**src/design/cu_params.svh**
```systemverilog
`ifndef CU_PARAMS_SVH
`define CU_PARAMS_SVH

// Bus and counter widths
`define CU_ADDR_W 64
`define CU_SIZE_W 32
`define CU_TAG_W 8

// Width of a granule shift amount
`define CU_SHIFT_W 5

// Stream 0 reads the send array
// Stream 1 writes the receive array
`define CU_NUM_STREAMS 2

// Granule sizes in bytes
`define CU_LINE_BYTES 128
`define CU_PAGE_BYTES 4096

// log2 of the granule sizes
`define CU_LINE_SHIFT 7
`define CU_PAGE_SHIFT 12

`endif

```
**src/design/cu_pkg.sv**
```systemverilog
`default_nettype none

`include "cu_params.svh"

package cu_pkg;

	//////////////////////////////////////////////////////////////////////
	// Host side job description
	//////////////////////////////////////////////////////////////////////

	typedef struct packed {
		logic                  valid;
		logic [`CU_ADDR_W-1:0] send_base;
		logic [`CU_SIZE_W-1:0] send_size;
		logic [`CU_ADDR_W-1:0] recv_base;
		logic [`CU_SIZE_W-1:0] recv_size;
	} cu_wed_t;

	// One bit per stream in each field, stream 0 in bit 0
	typedef struct packed {
		logic [31-3*`CU_NUM_STREAMS:0] reserved;
		logic [`CU_NUM_STREAMS-1:0]    hint;
		logic [`CU_NUM_STREAMS-1:0]    page;
		logic [`CU_NUM_STREAMS-1:0]    enable;
	} cu_config_t;

	//////////////////////////////////////////////////////////////////////
	// Command encodings
	//////////////////////////////////////////////////////////////////////

	typedef enum logic {
		cmd_read,
		cmd_write
	} cu_cmd_kind_e;

	// Coherence hint carried with each command
	typedef enum logic [1:0] {
		touch_i,
		touch_s,
		touch_m
	} cu_hint_e;

	//////////////////////////////////////////////////////////////////////
	// Per stream work and traffic
	//////////////////////////////////////////////////////////////////////

	typedef struct packed {
		logic                   active;
		logic [`CU_ADDR_W-1:0]  base;
		logic [`CU_SHIFT_W-1:0] shift;
		logic [`CU_SIZE_W-1:0]  total;
		cu_cmd_kind_e           kind;
		cu_hint_e               hint;
	} cu_stream_job_t;

	typedef struct packed {
		logic                  valid;
		cu_cmd_kind_e          kind;
		cu_hint_e              hint;
		logic [`CU_ADDR_W-1:0] addr;
		logic [`CU_TAG_W-1:0]  tag;
	} cu_cmd_t;

	typedef struct packed {
		logic                 valid;
		logic [`CU_TAG_W-1:0] tag;
	} cu_rsp_t;

endpackage

`default_nettype wire

```
**src/design/cu_job_setup.sv**
```systemverilog
`timescale 1ns/1ps
`default_nettype none

`include "cu_params.svh"

module cu_job_setup (
	input  logic                   clock,
	input  logic                   rstn,
	input  logic                   enabled,
	input  cu_pkg::cu_wed_t        wed,
	input  cu_pkg::cu_config_t     cu_configure,
	output cu_pkg::cu_stream_job_t job [`CU_NUM_STREAMS]
);

	import cu_pkg::*;

	logic [`CU_ADDR_W-1:0] base [`CU_NUM_STREAMS];
	logic [`CU_SIZE_W-1:0] size [`CU_NUM_STREAMS];
	cu_stream_job_t        next_job [`CU_NUM_STREAMS];

	// Stream 0 walks the send array, stream 1 the receive array
	assign base[0] = wed.send_base;
	assign size[0] = wed.send_size;
	assign base[1] = wed.recv_base;
	assign size[1] = wed.recv_size;

	////////////////////////////////////////////////////////////////////
	// Job derivation
	////////////////////////////////////////////////////////////////////

	always_comb begin
		// One spare bit so a size close to 4G does not wrap when rounded
		logic [`CU_SIZE_W:0] rounded;

		rounded = '0;
		for (int s = 0; s < `CU_NUM_STREAMS; s++) begin
			// An all zero configuration has no enable bit and starts nothing
			next_job[s].active = wed.valid && cu_configure.enable[s];
			next_job[s].base   = base[s];

			if (cu_configure.page[s]) begin
				next_job[s].shift = `CU_SHIFT_W'(`CU_PAGE_SHIFT);
				rounded = {1'b0, size[s]} + (`CU_SIZE_W+1)'(`CU_PAGE_BYTES - 1);
			end else begin
				next_job[s].shift = `CU_SHIFT_W'(`CU_LINE_SHIFT);
				rounded = {1'b0, size[s]} + (`CU_SIZE_W+1)'(`CU_LINE_BYTES - 1);
			end
			next_job[s].total = `CU_SIZE_W'(rounded >> next_job[s].shift);

			// Read side shares the line, write side wants ownership
			if (s == 0) begin
				next_job[s].kind = cmd_read;
				next_job[s].hint = cu_configure.hint[s] ? touch_s : touch_i;
			end else begin
				next_job[s].kind = cmd_write;
				next_job[s].hint = cu_configure.hint[s] ? touch_m : touch_i;
			end
		end
	end

	////////////////////////////////////////////////////////////////////
	// Job registers
	////////////////////////////////////////////////////////////////////

	always_ff @(posedge clock or negedge rstn) begin
		if (!rstn) begin
			for (int s = 0; s < `CU_NUM_STREAMS; s++) begin
				job[s] <= '0;
			end
		end else begin
			if (enabled) begin
				for (int s = 0; s < `CU_NUM_STREAMS; s++) begin
					job[s] <= next_job[s];
				end
			end
		end
	end

endmodule

`default_nettype wire

```
**src/design/cu_stream_engine.sv**
```systemverilog
`timescale 1ns/1ps
`default_nettype none

`include "cu_params.svh"

module cu_stream_engine (
	input  logic                   clock,
	input  logic                   rstn,
	input  logic                   enabled,
	input  cu_pkg::cu_stream_job_t job,
	input  logic                   full,
	input  cu_pkg::cu_rsp_t        response,
	output cu_pkg::cu_cmd_t        command,
	output logic                   issued_all,
	output logic [`CU_SIZE_W-1:0]  completed
);

	import cu_pkg::*;

	logic                  active_q;
	logic                  start;
	logic                  issue;
	logic [`CU_SIZE_W-1:0] index;
	logic [`CU_ADDR_W-1:0] addr;
	logic [`CU_ADDR_W-1:0] stride;

	// Command register fields
	logic                  cmd_valid;
	cu_cmd_kind_e          cmd_kind;
	cu_hint_e              cmd_hint;
	logic [`CU_ADDR_W-1:0] cmd_addr;
	logic [`CU_TAG_W-1:0]  cmd_tag;

	// Rising edge of active loads the counters
	assign start = job.active && !active_q;

	// Counters are valid from the cycle after the load
	assign issue = active_q && job.active && (index < job.total) && !full;

	assign stride = `CU_ADDR_W'(1) << job.shift;

	// Zero sized stream is complete as soon as it is loaded
	assign issued_all = active_q && (index == job.total);

	////////////////////////////////////////////////////////////////////
	// Issue index and address walk
	////////////////////////////////////////////////////////////////////

	always_ff @(posedge clock or negedge rstn) begin
		if (!rstn) begin
			active_q  <= 1'b0;
			index     <= '0;
			addr      <= '0;
			cmd_valid <= 1'b0;
		end else begin
			if (enabled) begin
				active_q  <= job.active;
				cmd_valid <= issue;
				if (start) begin
					index <= '0;
					addr  <= job.base;
				end else if (issue) begin
					index <= index + 1'b1;
					addr  <= addr + stride;
				end
			end
		end
	end

	// Payload keeps the last issued command
	always_ff @(posedge clock) begin
		if (enabled && issue) begin
			cmd_kind <= job.kind;
			cmd_hint <= job.hint;
			cmd_addr <= addr;
			cmd_tag  <= index[`CU_TAG_W-1:0];
		end
	end

	assign command = '{
		valid: cmd_valid,
		kind:  cmd_kind,
		hint:  cmd_hint,
		addr:  cmd_addr,
		tag:   cmd_tag
	};

	////////////////////////////////////////////////////////////////////
	// Response counter
	////////////////////////////////////////////////////////////////////

	always_ff @(posedge clock or negedge rstn) begin
		if (!rstn) begin
			completed <= '0;
		end else begin
			if (enabled) begin
				if (start) begin
					completed <= '0;
				end else if (active_q && job.active && response.valid) begin
					completed <= completed + 1'b1;
				end
			end
		end
	end

endmodule

`default_nettype wire

```
**src/design/cu_completion.sv**
```systemverilog
`timescale 1ns/1ps
`default_nettype none

`include "cu_params.svh"

module cu_completion (
	input  logic                       clock,
	input  logic                       rstn,
	input  logic                       enabled,
	input  cu_pkg::cu_stream_job_t     job [`CU_NUM_STREAMS],
	input  logic [`CU_NUM_STREAMS-1:0] issued_all,
	input  logic [`CU_SIZE_W-1:0]      completed [`CU_NUM_STREAMS],
	output logic                       cu_done,
	output logic [`CU_SIZE_W-1:0]      cu_return
);

	import cu_pkg::*;

	logic                  any_active;
	logic                  all_done;
	logic [`CU_SIZE_W-1:0] return_sel;

	////////////////////////////////////////////////////////////////////
	// Done detection and return select
	////////////////////////////////////////////////////////////////////

	always_comb begin
		any_active = 1'b0;
		all_done   = 1'b1;
		return_sel = completed[0];
		for (int s = 0; s < `CU_NUM_STREAMS; s++) begin
			if (job[s].active) begin
				any_active = 1'b1;
				// issued_all also masks counts left over from the previous job
				if (!issued_all[s] || (completed[s] != job[s].total)) begin
					all_done = 1'b0;
				end
				// Write stream count wins when it runs
				if (s > 0) begin
					return_sel = completed[s];
				end
			end
		end
	end

	always_ff @(posedge clock or negedge rstn) begin
		if (!rstn) begin
			cu_done   <= 1'b0;
			cu_return <= '0;
		end else begin
			if (enabled) begin
				cu_done   <= any_active && all_done;
				cu_return <= return_sel;
			end
		end
	end

endmodule

`default_nettype wire

```
**src/design/cu_control.sv**
```systemverilog
`timescale 1ns/1ps
`default_nettype none

`include "cu_params.svh"

module cu_control (
	input  logic                       clock,
	input  logic                       rstn,
	input  logic                       enabled,
	input  cu_pkg::cu_wed_t            wed,
	input  cu_pkg::cu_config_t         cu_configure,
	input  logic [`CU_NUM_STREAMS-1:0] buffer_full,
	input  cu_pkg::cu_rsp_t            response [`CU_NUM_STREAMS],
	output cu_pkg::cu_cmd_t            command [`CU_NUM_STREAMS],
	output logic                       cu_done,
	output logic [`CU_SIZE_W-1:0]      cu_return
);

	import cu_pkg::*;

	cu_wed_t                    wed_q;
	cu_config_t                 cfg_q;
	cu_rsp_t                    response_q [`CU_NUM_STREAMS];
	cu_stream_job_t             job [`CU_NUM_STREAMS];
	logic [`CU_NUM_STREAMS-1:0] issued_all;
	logic [`CU_SIZE_W-1:0]      completed [`CU_NUM_STREAMS];

	//////////////////////////////////////////////////////////////////////
	// Input registers
	//////////////////////////////////////////////////////////////////////

	always_ff @(posedge clock or negedge rstn) begin
		if (!rstn) begin
			wed_q <= '0;
			cfg_q <= '0;
			for (int s = 0; s < `CU_NUM_STREAMS; s++) begin
				response_q[s] <= '0;
			end
		end else begin
			if (enabled) begin
				wed_q <= wed;
				// Keep the last non-zero configuration
				if (|cu_configure) begin
					cfg_q <= cu_configure;
				end
				for (int s = 0; s < `CU_NUM_STREAMS; s++) begin
					response_q[s] <= response[s];
				end
			end
		end
	end

	//////////////////////////////////////////////////////////////////////
	// Job setup, stream engines and completion
	//////////////////////////////////////////////////////////////////////

	cu_job_setup u_job_setup (
		.clock       (clock),
		.rstn        (rstn),
		.enabled     (enabled),
		.wed         (wed_q),
		.cu_configure(cfg_q),
		.job         (job)
	);

	for (genvar s = 0; s < `CU_NUM_STREAMS; s++) begin : g_stream
		cu_stream_engine u_engine (
			.clock     (clock),
			.rstn      (rstn),
			.enabled   (enabled),
			.job       (job[s]),
			.full      (buffer_full[s]),
			.response  (response_q[s]),
			.command   (command[s]),
			.issued_all(issued_all[s]),
			.completed (completed[s])
		);
	end

	cu_completion u_completion (
		.clock     (clock),
		.rstn      (rstn),
		.enabled   (enabled),
		.job       (job),
		.issued_all(issued_all),
		.completed (completed),
		.cu_done   (cu_done),
		.cu_return (cu_return)
	);

endmodule

`default_nettype wire

```
**config.mk**
```make
export PLATFORM = sky130hd
export DESIGN_NAME = cu_control
export DESIGN_NICKNAME = d
export VERILOG_FILES = /design/src/design/cu_pkg.sv /design/src/design/cu_job_setup.sv /design/src/design/cu_stream_engine.sv /design/src/design/cu_completion.sv /design/src/design/cu_control.sv
export VERILOG_INCLUDE_DIRS = /design/src /design/src/design
export SDC_FILE = /design/constraint.sdc
export NUM_CORES = 1
export LEC_CHECK = 0
export BUFFER_PORTS_ARGS = -buffer_cell sky130_fd_sc_hd__clkbuf_2
export CORE_ASPECT_RATIO = 1.5
export CORE_MARGIN = 2
export CORE_UTILIZATION = 30
export CTS_BUF_LIST = sky130_fd_sc_hd__clkbuf_2
export DETAILED_ROUTE_END_ITERATION = 7
export MAX_ROUTING_LAYER = met4
export PLACE_DENSITY = 0.51
export SYNTH_ARGS = -nofsm -noshare
export SYNTH_HDL_FRONTEND = slang
export SYNTH_SLANG_ARGS = --single-unit
```
**constraint.sdc**
```tcl
create_clock -name clock -period 5.8 [get_ports clock]
set_input_delay 1.16 -clock clock [delete_from_list [all_inputs] [get_ports clock]]
set_output_delay 1.16 -clock clock [all_outputs]
set_load 0.01 [all_outputs]
```
==> results.yml, run 1 <==
place:
  placedInstanceArea_sq_um: 43300
  port-buffer-count: 413
  globalplace.congestion: 0.858
  dp_hpwl_mm: 88.7
worst_setup_path:
  critical_path_class: "reg2reg"
  crit_path_max_incr_delay_ns: 0.84
  cp_top_family: "compound AO/OA/AOI/OAI gates"
  timing.critical_path.slowest_stage_cell: "sky130_fd_sc_hd__nor4_1"
  critPathCapture: "g_stream[0].u_engine.cmd_addr[51]"
  start_kind: "flip-flop"
  r2r-end: "g_stream[0].u_engine.cmd_addr[51]"
  timing.reg2reg.worst_path_depth: 8
  worst-endpoint-arrival_ns: 5.55
  crit-reg2reg-launch: "u_job_setup.job[122]"
  cp.depth: 8
  worstSetupEndpointType: "flip-flop"
  critical_path.startpoint: "u_job_setup.job[122]"
  worstPathRequired_ns: 6.96
  critPathMaxFanout: 65
  ff2ff_setup_slack_ns: 1.41
  cp_cell_sequence: "inv_1 > ha_1 > nand4_1 > nor4_1 > o21ai_0 > a31oi_1 > nor2_4 > buf_4"
  critical_path.n_buffers_inverters: 2
timing:
  maxClockFrequency_ghz: 0.228
  headroom_to_the_max_slew_limit_pct: 15.0
  report.final.slew_viol_count: 0
  fin_skew_ns: 0.161
  timing.final.hold_violations: 0
  rsz0062_at_grt: "false"
  worst_pin_slew_ns: 1.27
  period_share_pct: 75.7
  finalSetupTns_ns: 0
  timing.final.crit_period_ns: 4.39
  final-setup-viol-count: 0
clock_network:
  clk_root_buffer_cell: "sky130_fd_sc_hd__clkbuf_2"
  cts_tree: "yes"
  number_of_clock_sinks: 836
  cts_resized: 0
  cts_max_level: 4
  cts_inserted_buffers: 210
  clk_pin_slew_worst_paths_ns: 0.10
  buffer_depth_of_the_longest_clock_path: 3
  clk_latency_ns: 1.69
die:
  std_cell_rows: 162
  die_h_microns: 447
  initial_core_util_pct: 30.2
  placeableCoreArea_sq_um: 130000
  die_width_microns: 300
  design.die.area_sq_um: 134000
  top_level_ports: 433
yosys:
  netlist_area_sq_um: 39300
  synth_top_area_share_pct: 43.9
  ys_seq_area_share_pct: 55.1
  synth_top_family_by_area: "simple AND/OR/NAND/NOR gates"
  synthDominantAreaCellType: "sky130_fd_sc_hd__dfrtp_1"
  synth-async-reset-ratio_pct: 82.4
  ys_ff_latch: 836
  yosys.area_share.adder_pct: 2.87
  synthesized_area_fraction_occupied_by_ao_oa_aoi_and_oai_cells_pct: 11.2
  synth_xor_area_share_pct: 4.39
  synthFlopType: "sky130_fd_sc_hd__dfrtp_1"
  number_of_instances_in_the_synthesized_netlist: 3505
  count_of_yosys_warnings_during_synthesis: 0
  synthMuxAreaShare_pct: 10.7
  synth-edff-count: 147
  synth.top_cells.by_area: "sky130_fd_sc_hd__dfrtp_1, sky130_fd_sc_hd__edfxtp_1, sky130_fd_sc_hd__mux2_2"
  synth_cell_types: 83
  synth_simple_gate_area_share_pct: 12.9
  avgSynthCellArea_sq_um: 11.2
power:
  reported_leakage_power_nw: 20.8
  net-switching-power_mw: 4.85
  power.sequential.fraction_pct: 53.3
  internal_power_mw: 9.69
  irDropWorstVdd_mv: 0.169
  power_switching_share_pct: 33.4
  power_density_nw_per_um2: 301
  power_frac_clock_pct: 29.4
  share_comb_of_total_power_pct: 17.2
routing:
  detail_route.wirelength_mm: 127
  detail_route.iter0.violations: 1806
  firstDrtPassIters: 5
  detail_route.drc_violations: 0
  route.antenna.remaining_nets: 0
  viasPerCell: 5.00
  vias: 30981
  detail_route.wl_per_cell_microns: 20.5
final_layout:
  area_growth_pct: 22.9
  multi_input_area_sq_um: 16600
  regArea_sq_um: 21700
  drive_gt1_share_pct: 26.2
  final_area_sq_um: 48300
  num-nets-final: 4627
  filler_cell_count: 13018
grt:
  grt_antenna_before_repair: 16
  grt_overflow_total: 0
  groute.usage.overall_pct: 19.4
  grt_pass1_vias: 31470
  grt_pass1_wl_mm: 192
  grt_max_degree: 122
job:
  drv.max_cap_violation_count: 0
outcome:
  run_status: "complete, no violations"
hold_path:
  min-delay-path-class: "in2reg"
==> synthesized netlist by cell type, types with 86 or more instances <==
library cell and count:
sky130_fd_sc_hd__nand3_1 123, sky130_fd_sc_hd__mux2_2 332, sky130_fd_sc_hd__o21ai_0 144, sky130_fd_sc_hd__inv_1 107, sky130_fd_sc_hd__dfrtp_1 689, sky130_fd_sc_hd__ha_1 90, sky130_fd_sc_hd__edfxtp_1 147, sky130_fd_sc_hd__xnor2_1 86
sky130_fd_sc_hd__nor2_1 252, sky130_fd_sc_hd__clkbuf_1 144, sky130_fd_sc_hd__a21oi_1 221, sky130_fd_sc_hd__nand2_1 269, sky130_fd_sc_hd__xor2_1 111
==> sequential cells by signal, indices dropped and copies added, names as in the netlist, 6 cells and up <==
signal,cells
g_stream.u_engine.cmd_addr,128
wed_q,193
g_stream.u_engine.cmd_tag,16
g_stream.u_engine.completed,64
g_stream.u_engine.index,64
cfg_q,6
u_job_setup.job,195
u_completion.cu_return,32
g_stream.u_engine.addr,128
==> cell usage in the layout, fill, tap and decap left out, types with 55 or more instances in the layout <==
cell type	synthesis	routed
sky130_fd_sc_hd__clkbuf_2	0	734
sky130_fd_sc_hd__dfrtp_1	689	688
sky130_fd_sc_hd__mux2_2	332	332
sky130_fd_sc_hd__dlygate4sd3_1	0	293
sky130_fd_sc_hd__nand2_1	269	267
sky130_fd_sc_hd__nor2_1	252	247
sky130_fd_sc_hd__a21oi_1	221	220
sky130_fd_sc_hd__edfxtp_1	147	147
sky130_fd_sc_hd__o21ai_0	144	144
sky130_fd_sc_hd__nand3_1	123	123
sky130_fd_sc_hd__xor2_1	111	111
sky130_fd_sc_hd__inv_1	107	106
sky130_fd_sc_hd__ha_1	90	90
sky130_fd_sc_hd__xnor2_1	86	86
sky130_fd_sc_hd__nand4_1	72	72
sky130_fd_sc_hd__nor4_1	57	55
==> cell type report <==
cell class | instances | share of cell area, %
multi-input cells | 2389 | 34.4
flip-flops and latches | 836 | 44.8
clock buffers | 323 | 3.35
well taps | 1722 | 4.46
inverters | 107 | 0.834
clock inverters | 53 | 0.780
diodes | 18 | 0.0933
repair buffers | 745 | 11.2
==> cell families after synthesis <==
logic type | count (synthesis)
AND/OR/NAND/NOR | 1030
flip-flops | 836
AO/OA/AOI/OAI | 691
multiplexers | 378
buffers and inverters | 282
XOR/XNOR | 197
adder cells (fa/ha/maj) | 90
other | 1
==> what timing repair did <==
item                                   4_1_cts  5_1_grt
endpoints found under the hold margin      590        0
setup buffers                                0        0
hold buffers                               294        0
==> worst reg2reg max path: stages, from the launching register on <==
cell and delay, ns:
sky130_fd_sc_hd__dfrtp_1 0.47, sky130_fd_sc_hd__inv_1 0.07, sky130_fd_sc_hd__ha_1 0.32, sky130_fd_sc_hd__nand4_1 0.17, sky130_fd_sc_hd__nor4_1 0.84, sky130_fd_sc_hd__o21ai_0 0.55
sky130_fd_sc_hd__a31oi_1 0.79, sky130_fd_sc_hd__nor2_4 0.21, sky130_fd_sc_hd__buf_4 0.47
==> power by group through the flow <==
stage	Combinational (mW)	Clock, mW	Sequential [mW]
CTS	2.52	4.51	7.76
finish	2.51	4.28	7.75
global route	2.81	4.79	7.87
global placement	2.29	0	7.86
floorplan	1.69	0	7.46
detailed placement	2.34	0	7.87
==> layer usage <==
metal | wire (microns) | share of wire, % | GRT usage [%] | up-vias
li1 | - | - | - | 14529
met1 | 52600 | 41 | 22.9 | 15294
met2 | 63800 | 50 | 32.3 | 909
met3 | 5690 | 4.5 | 3.56 | 249
met4 | 5010 | 3.9 | 8.68 | 0
met5 | 0 | 0 | - | -
==> per-stage QoR <==
| step | power [mW] | std cells | util, % | hold slack, ns | worst slack (ns) |
|---|---|---|---|---|---|
| after floorplan | 9.16 | 3507 | - | 0.421 | 1.19 |
| after global placement | 10.2 | 5505 | 33.3 | 0.435 | 1.14 |
| after detailed placement | 10.2 | 5505 | 33.3 | 0.437 | 1.06 |
| after CTS | 14.8 | 6175 | 37.1 | 0.00126 | 1.45 |
| after global routing | 15.5 | 6190 | 37.2 | 0.116 | 1.35 |
| final | 14.5 | 6193 | 37.2 | 0.285 | 1.41 |
==> how the worst min path moves through the flow <==
stage | start | to | slack (ns) | cells after the start
6_report | wed[3] | wed_q[3] | 0.28 | 3
5_1_grt | wed[80] | wed_q[80] | 0.12 | 3
3_5_place_dp | u_job_setup.job[1] | g_stream[1].u_engine.cmd_hint[1] | 0.44 | 0
2_1_floorplan | u_job_setup.job[105] | g_stream[0].u_engine.cmd_hint[0] | 0.42 | 0
3_3_place_gp | u_job_setup.job[1] | g_stream[1].u_engine.cmd_hint[1] | 0.43 | 0
4_1_cts | wed[26] | wed_q[26] | 0.001 | 3
(Power assumes the default switching activity.)
==> run 2, diff against run 1 <==
--- a/config.mk
+++ b/config.mk
@@ -13,7 +13,7 @@
 export CTS_BUF_LIST = sky130_fd_sc_hd__clkbuf_2
 export DETAILED_ROUTE_END_ITERATION = 7
 export MAX_ROUTING_LAYER = met4
-export PLACE_DENSITY = 0.51
+export PLACE_DENSITY = 0.49
 export SYNTH_ARGS = -nofsm -noshare
 export SYNTH_HDL_FRONTEND = slang
 export SYNTH_SLANG_ARGS = --single-unit
==> constraint.sdc (replaced) <==
create_clock -name clock -period 4.1 [get_ports clock]
set_input_delay 0.82 -clock clock [delete_from_list [all_inputs] [get_ports clock]]
set_output_delay 0.82 -clock clock [all_outputs]
set_load 0.01 [all_outputs]
==> run 2 against run 1 <==
Routed wire length up 2.4%. Hold slack worse by 0.014 ns. Sequential power up 42%. Utilization up 1.5 points. Highest routed layer unchanged. Global-route usage up 0.39 points. Fmax up 22%. Non-clock buffer count up 209. Worst setup slack worse by 0.89 ns.
==> results.yml, run 2 (synthesized netlist as in run 1, its figures left out) <==
final_layout:
  top_regs: "u_job_setup.job x195, wed_q x193"
  largest_register_ff_count: 195
  most-common-layout-cells: "sky130_fd_sc_hd__clkbuf_2, sky130_fd_sc_hd__dfrtp_1, sky130_fd_sc_hd__dlygate4sd3_1"
  area_growth_pct: 27.9
  largest-register: "u_job_setup.job"
  drive_gt1_share_pct: 26.1
  final_cells: 6399
  num-nets-final: 4833
  leading_cell_type_in_the_layout_fill_and_taps_excluded: "sky130_fd_sc_hd__clkbuf_2"
clock_network:
  clk_latency_ns: 1.69
  clk_root_buffer_cell: "sky130_fd_sc_hd__clkbuf_2"
  cts_max_level: 4
  number_of_clock_sinks: 836
  cts_tree: "yes"
  clk_pin_slew_worst_paths_ns: 0.11
  cts_inserted_buffers: 207
  buffer_depth_of_the_longest_clock_path: 3
timing:
  post_route_worst_hold_slack_ns: 0.271
  final-setup-viol-count: 0
  rsz0062_at_grt: "false"
  fin_skew_ns: 0.127
  maxClockFrequency_ghz: 0.279
  headroom_to_the_max_slew_limit_pct: 17.1
  timing.final.crit_period_ns: 3.59
  worst_pin_slew_ns: 1.24
  report.final.slew_viol_count: 0
  finalSetupTns_ns: 0
  timing.final.hold_violations: 0
  period_share_pct: 87.5
die:
  std_cell_rows: 162
  placeableCoreArea_sq_um: 130000
  die_width_microns: 300
  design.die.area_sq_um: 134000
  die_h_microns: 447
  initial_core_util_pct: 30.2
  top_level_ports: 433
routing:
  detail_route.drc_violations: 0
  viasPerCell: 4.98
  detail_route.wl_per_cell_microns: 20.3
  vias: 31872
  detail_route.wirelength_mm: 130
  firstDrtPassIters: 5
  route.antenna.remaining_nets: 0
  detail_route.iter0.violations: 1924
power:
  reported_leakage_power_nw: 21.7
  power_density_nw_per_um2: 409
  irDropWorstVdd_mv: 0.254
worst_setup_path:
  worstPathRequired_ns: 5.58
  critical_path_class: "reg2reg"
  critPathMaxFanout: 18
  start_kind: "flip-flop"
  worst-endpoint-arrival_ns: 5.06
  worstSetupEndpointType: "flip-flop"
grt:
  grt_pass1_wl_mm: 197
  globalRouteMet2Util_pct: 33.8
  globalRoute.busiestLayer: "met2"
  grt_pass1_vias: 32697
  grt_antenna_before_repair: 13
  groute.usage.overall_pct: 19.8
  grt_overflow_total: 0
  gr-usage-met1_pct: 22.9
  grt_max_degree: 128
  met3_routing_resource_usage_after_global_routing_pct: 3.21
place:
  total_placed_cells_including_tap_cells: 5557
  globalplace.congestion: 0.865
  dp_hpwl_mm: 91.7
  port-buffer-count: 413
hold_path:
  min-delay-path-class: "in2reg"
outcome:
  run_status: "complete, no violations"
job:
  drv.max_cap_violation_count: 0
[run 2: cell count changes in the layout (fill, tap and decap cells not counted), sizes merged, moves of 5 or more]
cell         before  now
dlygate4sd3     293  450
buf              41   93
clkinv           44   49
clkbuf          734  729
[run 2: timing repair]
action,CTS,global route
hold endpoints to repair,1040,0
hold buffers,451,0
buffers inserted,0,0
setup endpoints to repair,0,1
resized for setup,0,1
[run 2: layout make-up]
class	instances	area [sq um]
Clock inverter	58	285
Timing Repair Buffer	954	7520
Inverter	107	404
Multi-Input combinational cell	2389	16600
Clock buffer	318	1590
Sequential cell	836	21700
Antenna cell	15	37.5
Tap cell	1722	2150
Fill cell	12920	79700
[run 2: worst max-delay path: stages, from the launching register on]
cell and delay [ns]:
sky130_fd_sc_hd__dfrtp_1 0.60, sky130_fd_sc_hd__nor3_1 0.27, sky130_fd_sc_hd__ha_1 0.22, sky130_fd_sc_hd__ha_1 0.20, sky130_fd_sc_hd__a31o_2 0.19, sky130_fd_sc_hd__a21oi_1 0.12
sky130_fd_sc_hd__o21ai_1 0.41, sky130_fd_sc_hd__a22o_1 0.57, sky130_fd_sc_hd__nand2_1 0.35, sky130_fd_sc_hd__nor3_1 0.36, sky130_fd_sc_hd__a211oi_1 0.12
[run 2: metal layers]
metal,vias to the layer above,part of all wire [%]
li1,14936,-
met1,15853,41
met2,830,51
met3,253,3.9
met4,0,4.1
met5,-,0
[run 2: worst paths after layout]
kind	endpoint	start	depth (start not counted)	slack, ns
max in group asynchronous	u_job_setup.job[113]	rstn	5	2.88
min in group asynchronous	g_stream[1].u_engine.addr[8]	rstn	4	0.49
max reg2reg	g_stream[0].u_engine.addr[52]	u_job_setup.job[142]	10	0.51
min reg2reg	g_stream[1].u_engine.cmd_hint[1]	u_job_setup.job[1]	0	0.43
min	g_stream[1].u_engine.active_q	enabled	5	0.27
max	g_stream[0].u_engine.addr[52]	u_job_setup.job[142]	10	0.51
[run 2: metrics by stage]
stage               utilization, %  cell area [sq um]  power (mW)  worst slack, ns
finish                        38.7              50300        20.5            0.514
global route                  38.7              50300        21.8            0.194
CTS                           38.7              50200        20.9            0.301
detailed placement            33.7              43800        14.6            0.379
global placement              33.7              43800        14.5            0.495
floorplan                        -              39300        13.0            0.258
[run 2: power by group]
part	internal, mW	switching (mW)	leakage (nW)	total, mW
Combinational	1.82	1.93	10.4	3.76
Clock	2.15	3.61	1.47	5.76
Sequential	9.66	1.37	9.83	11.0
Total	13.6	6.92	21.7	20.5
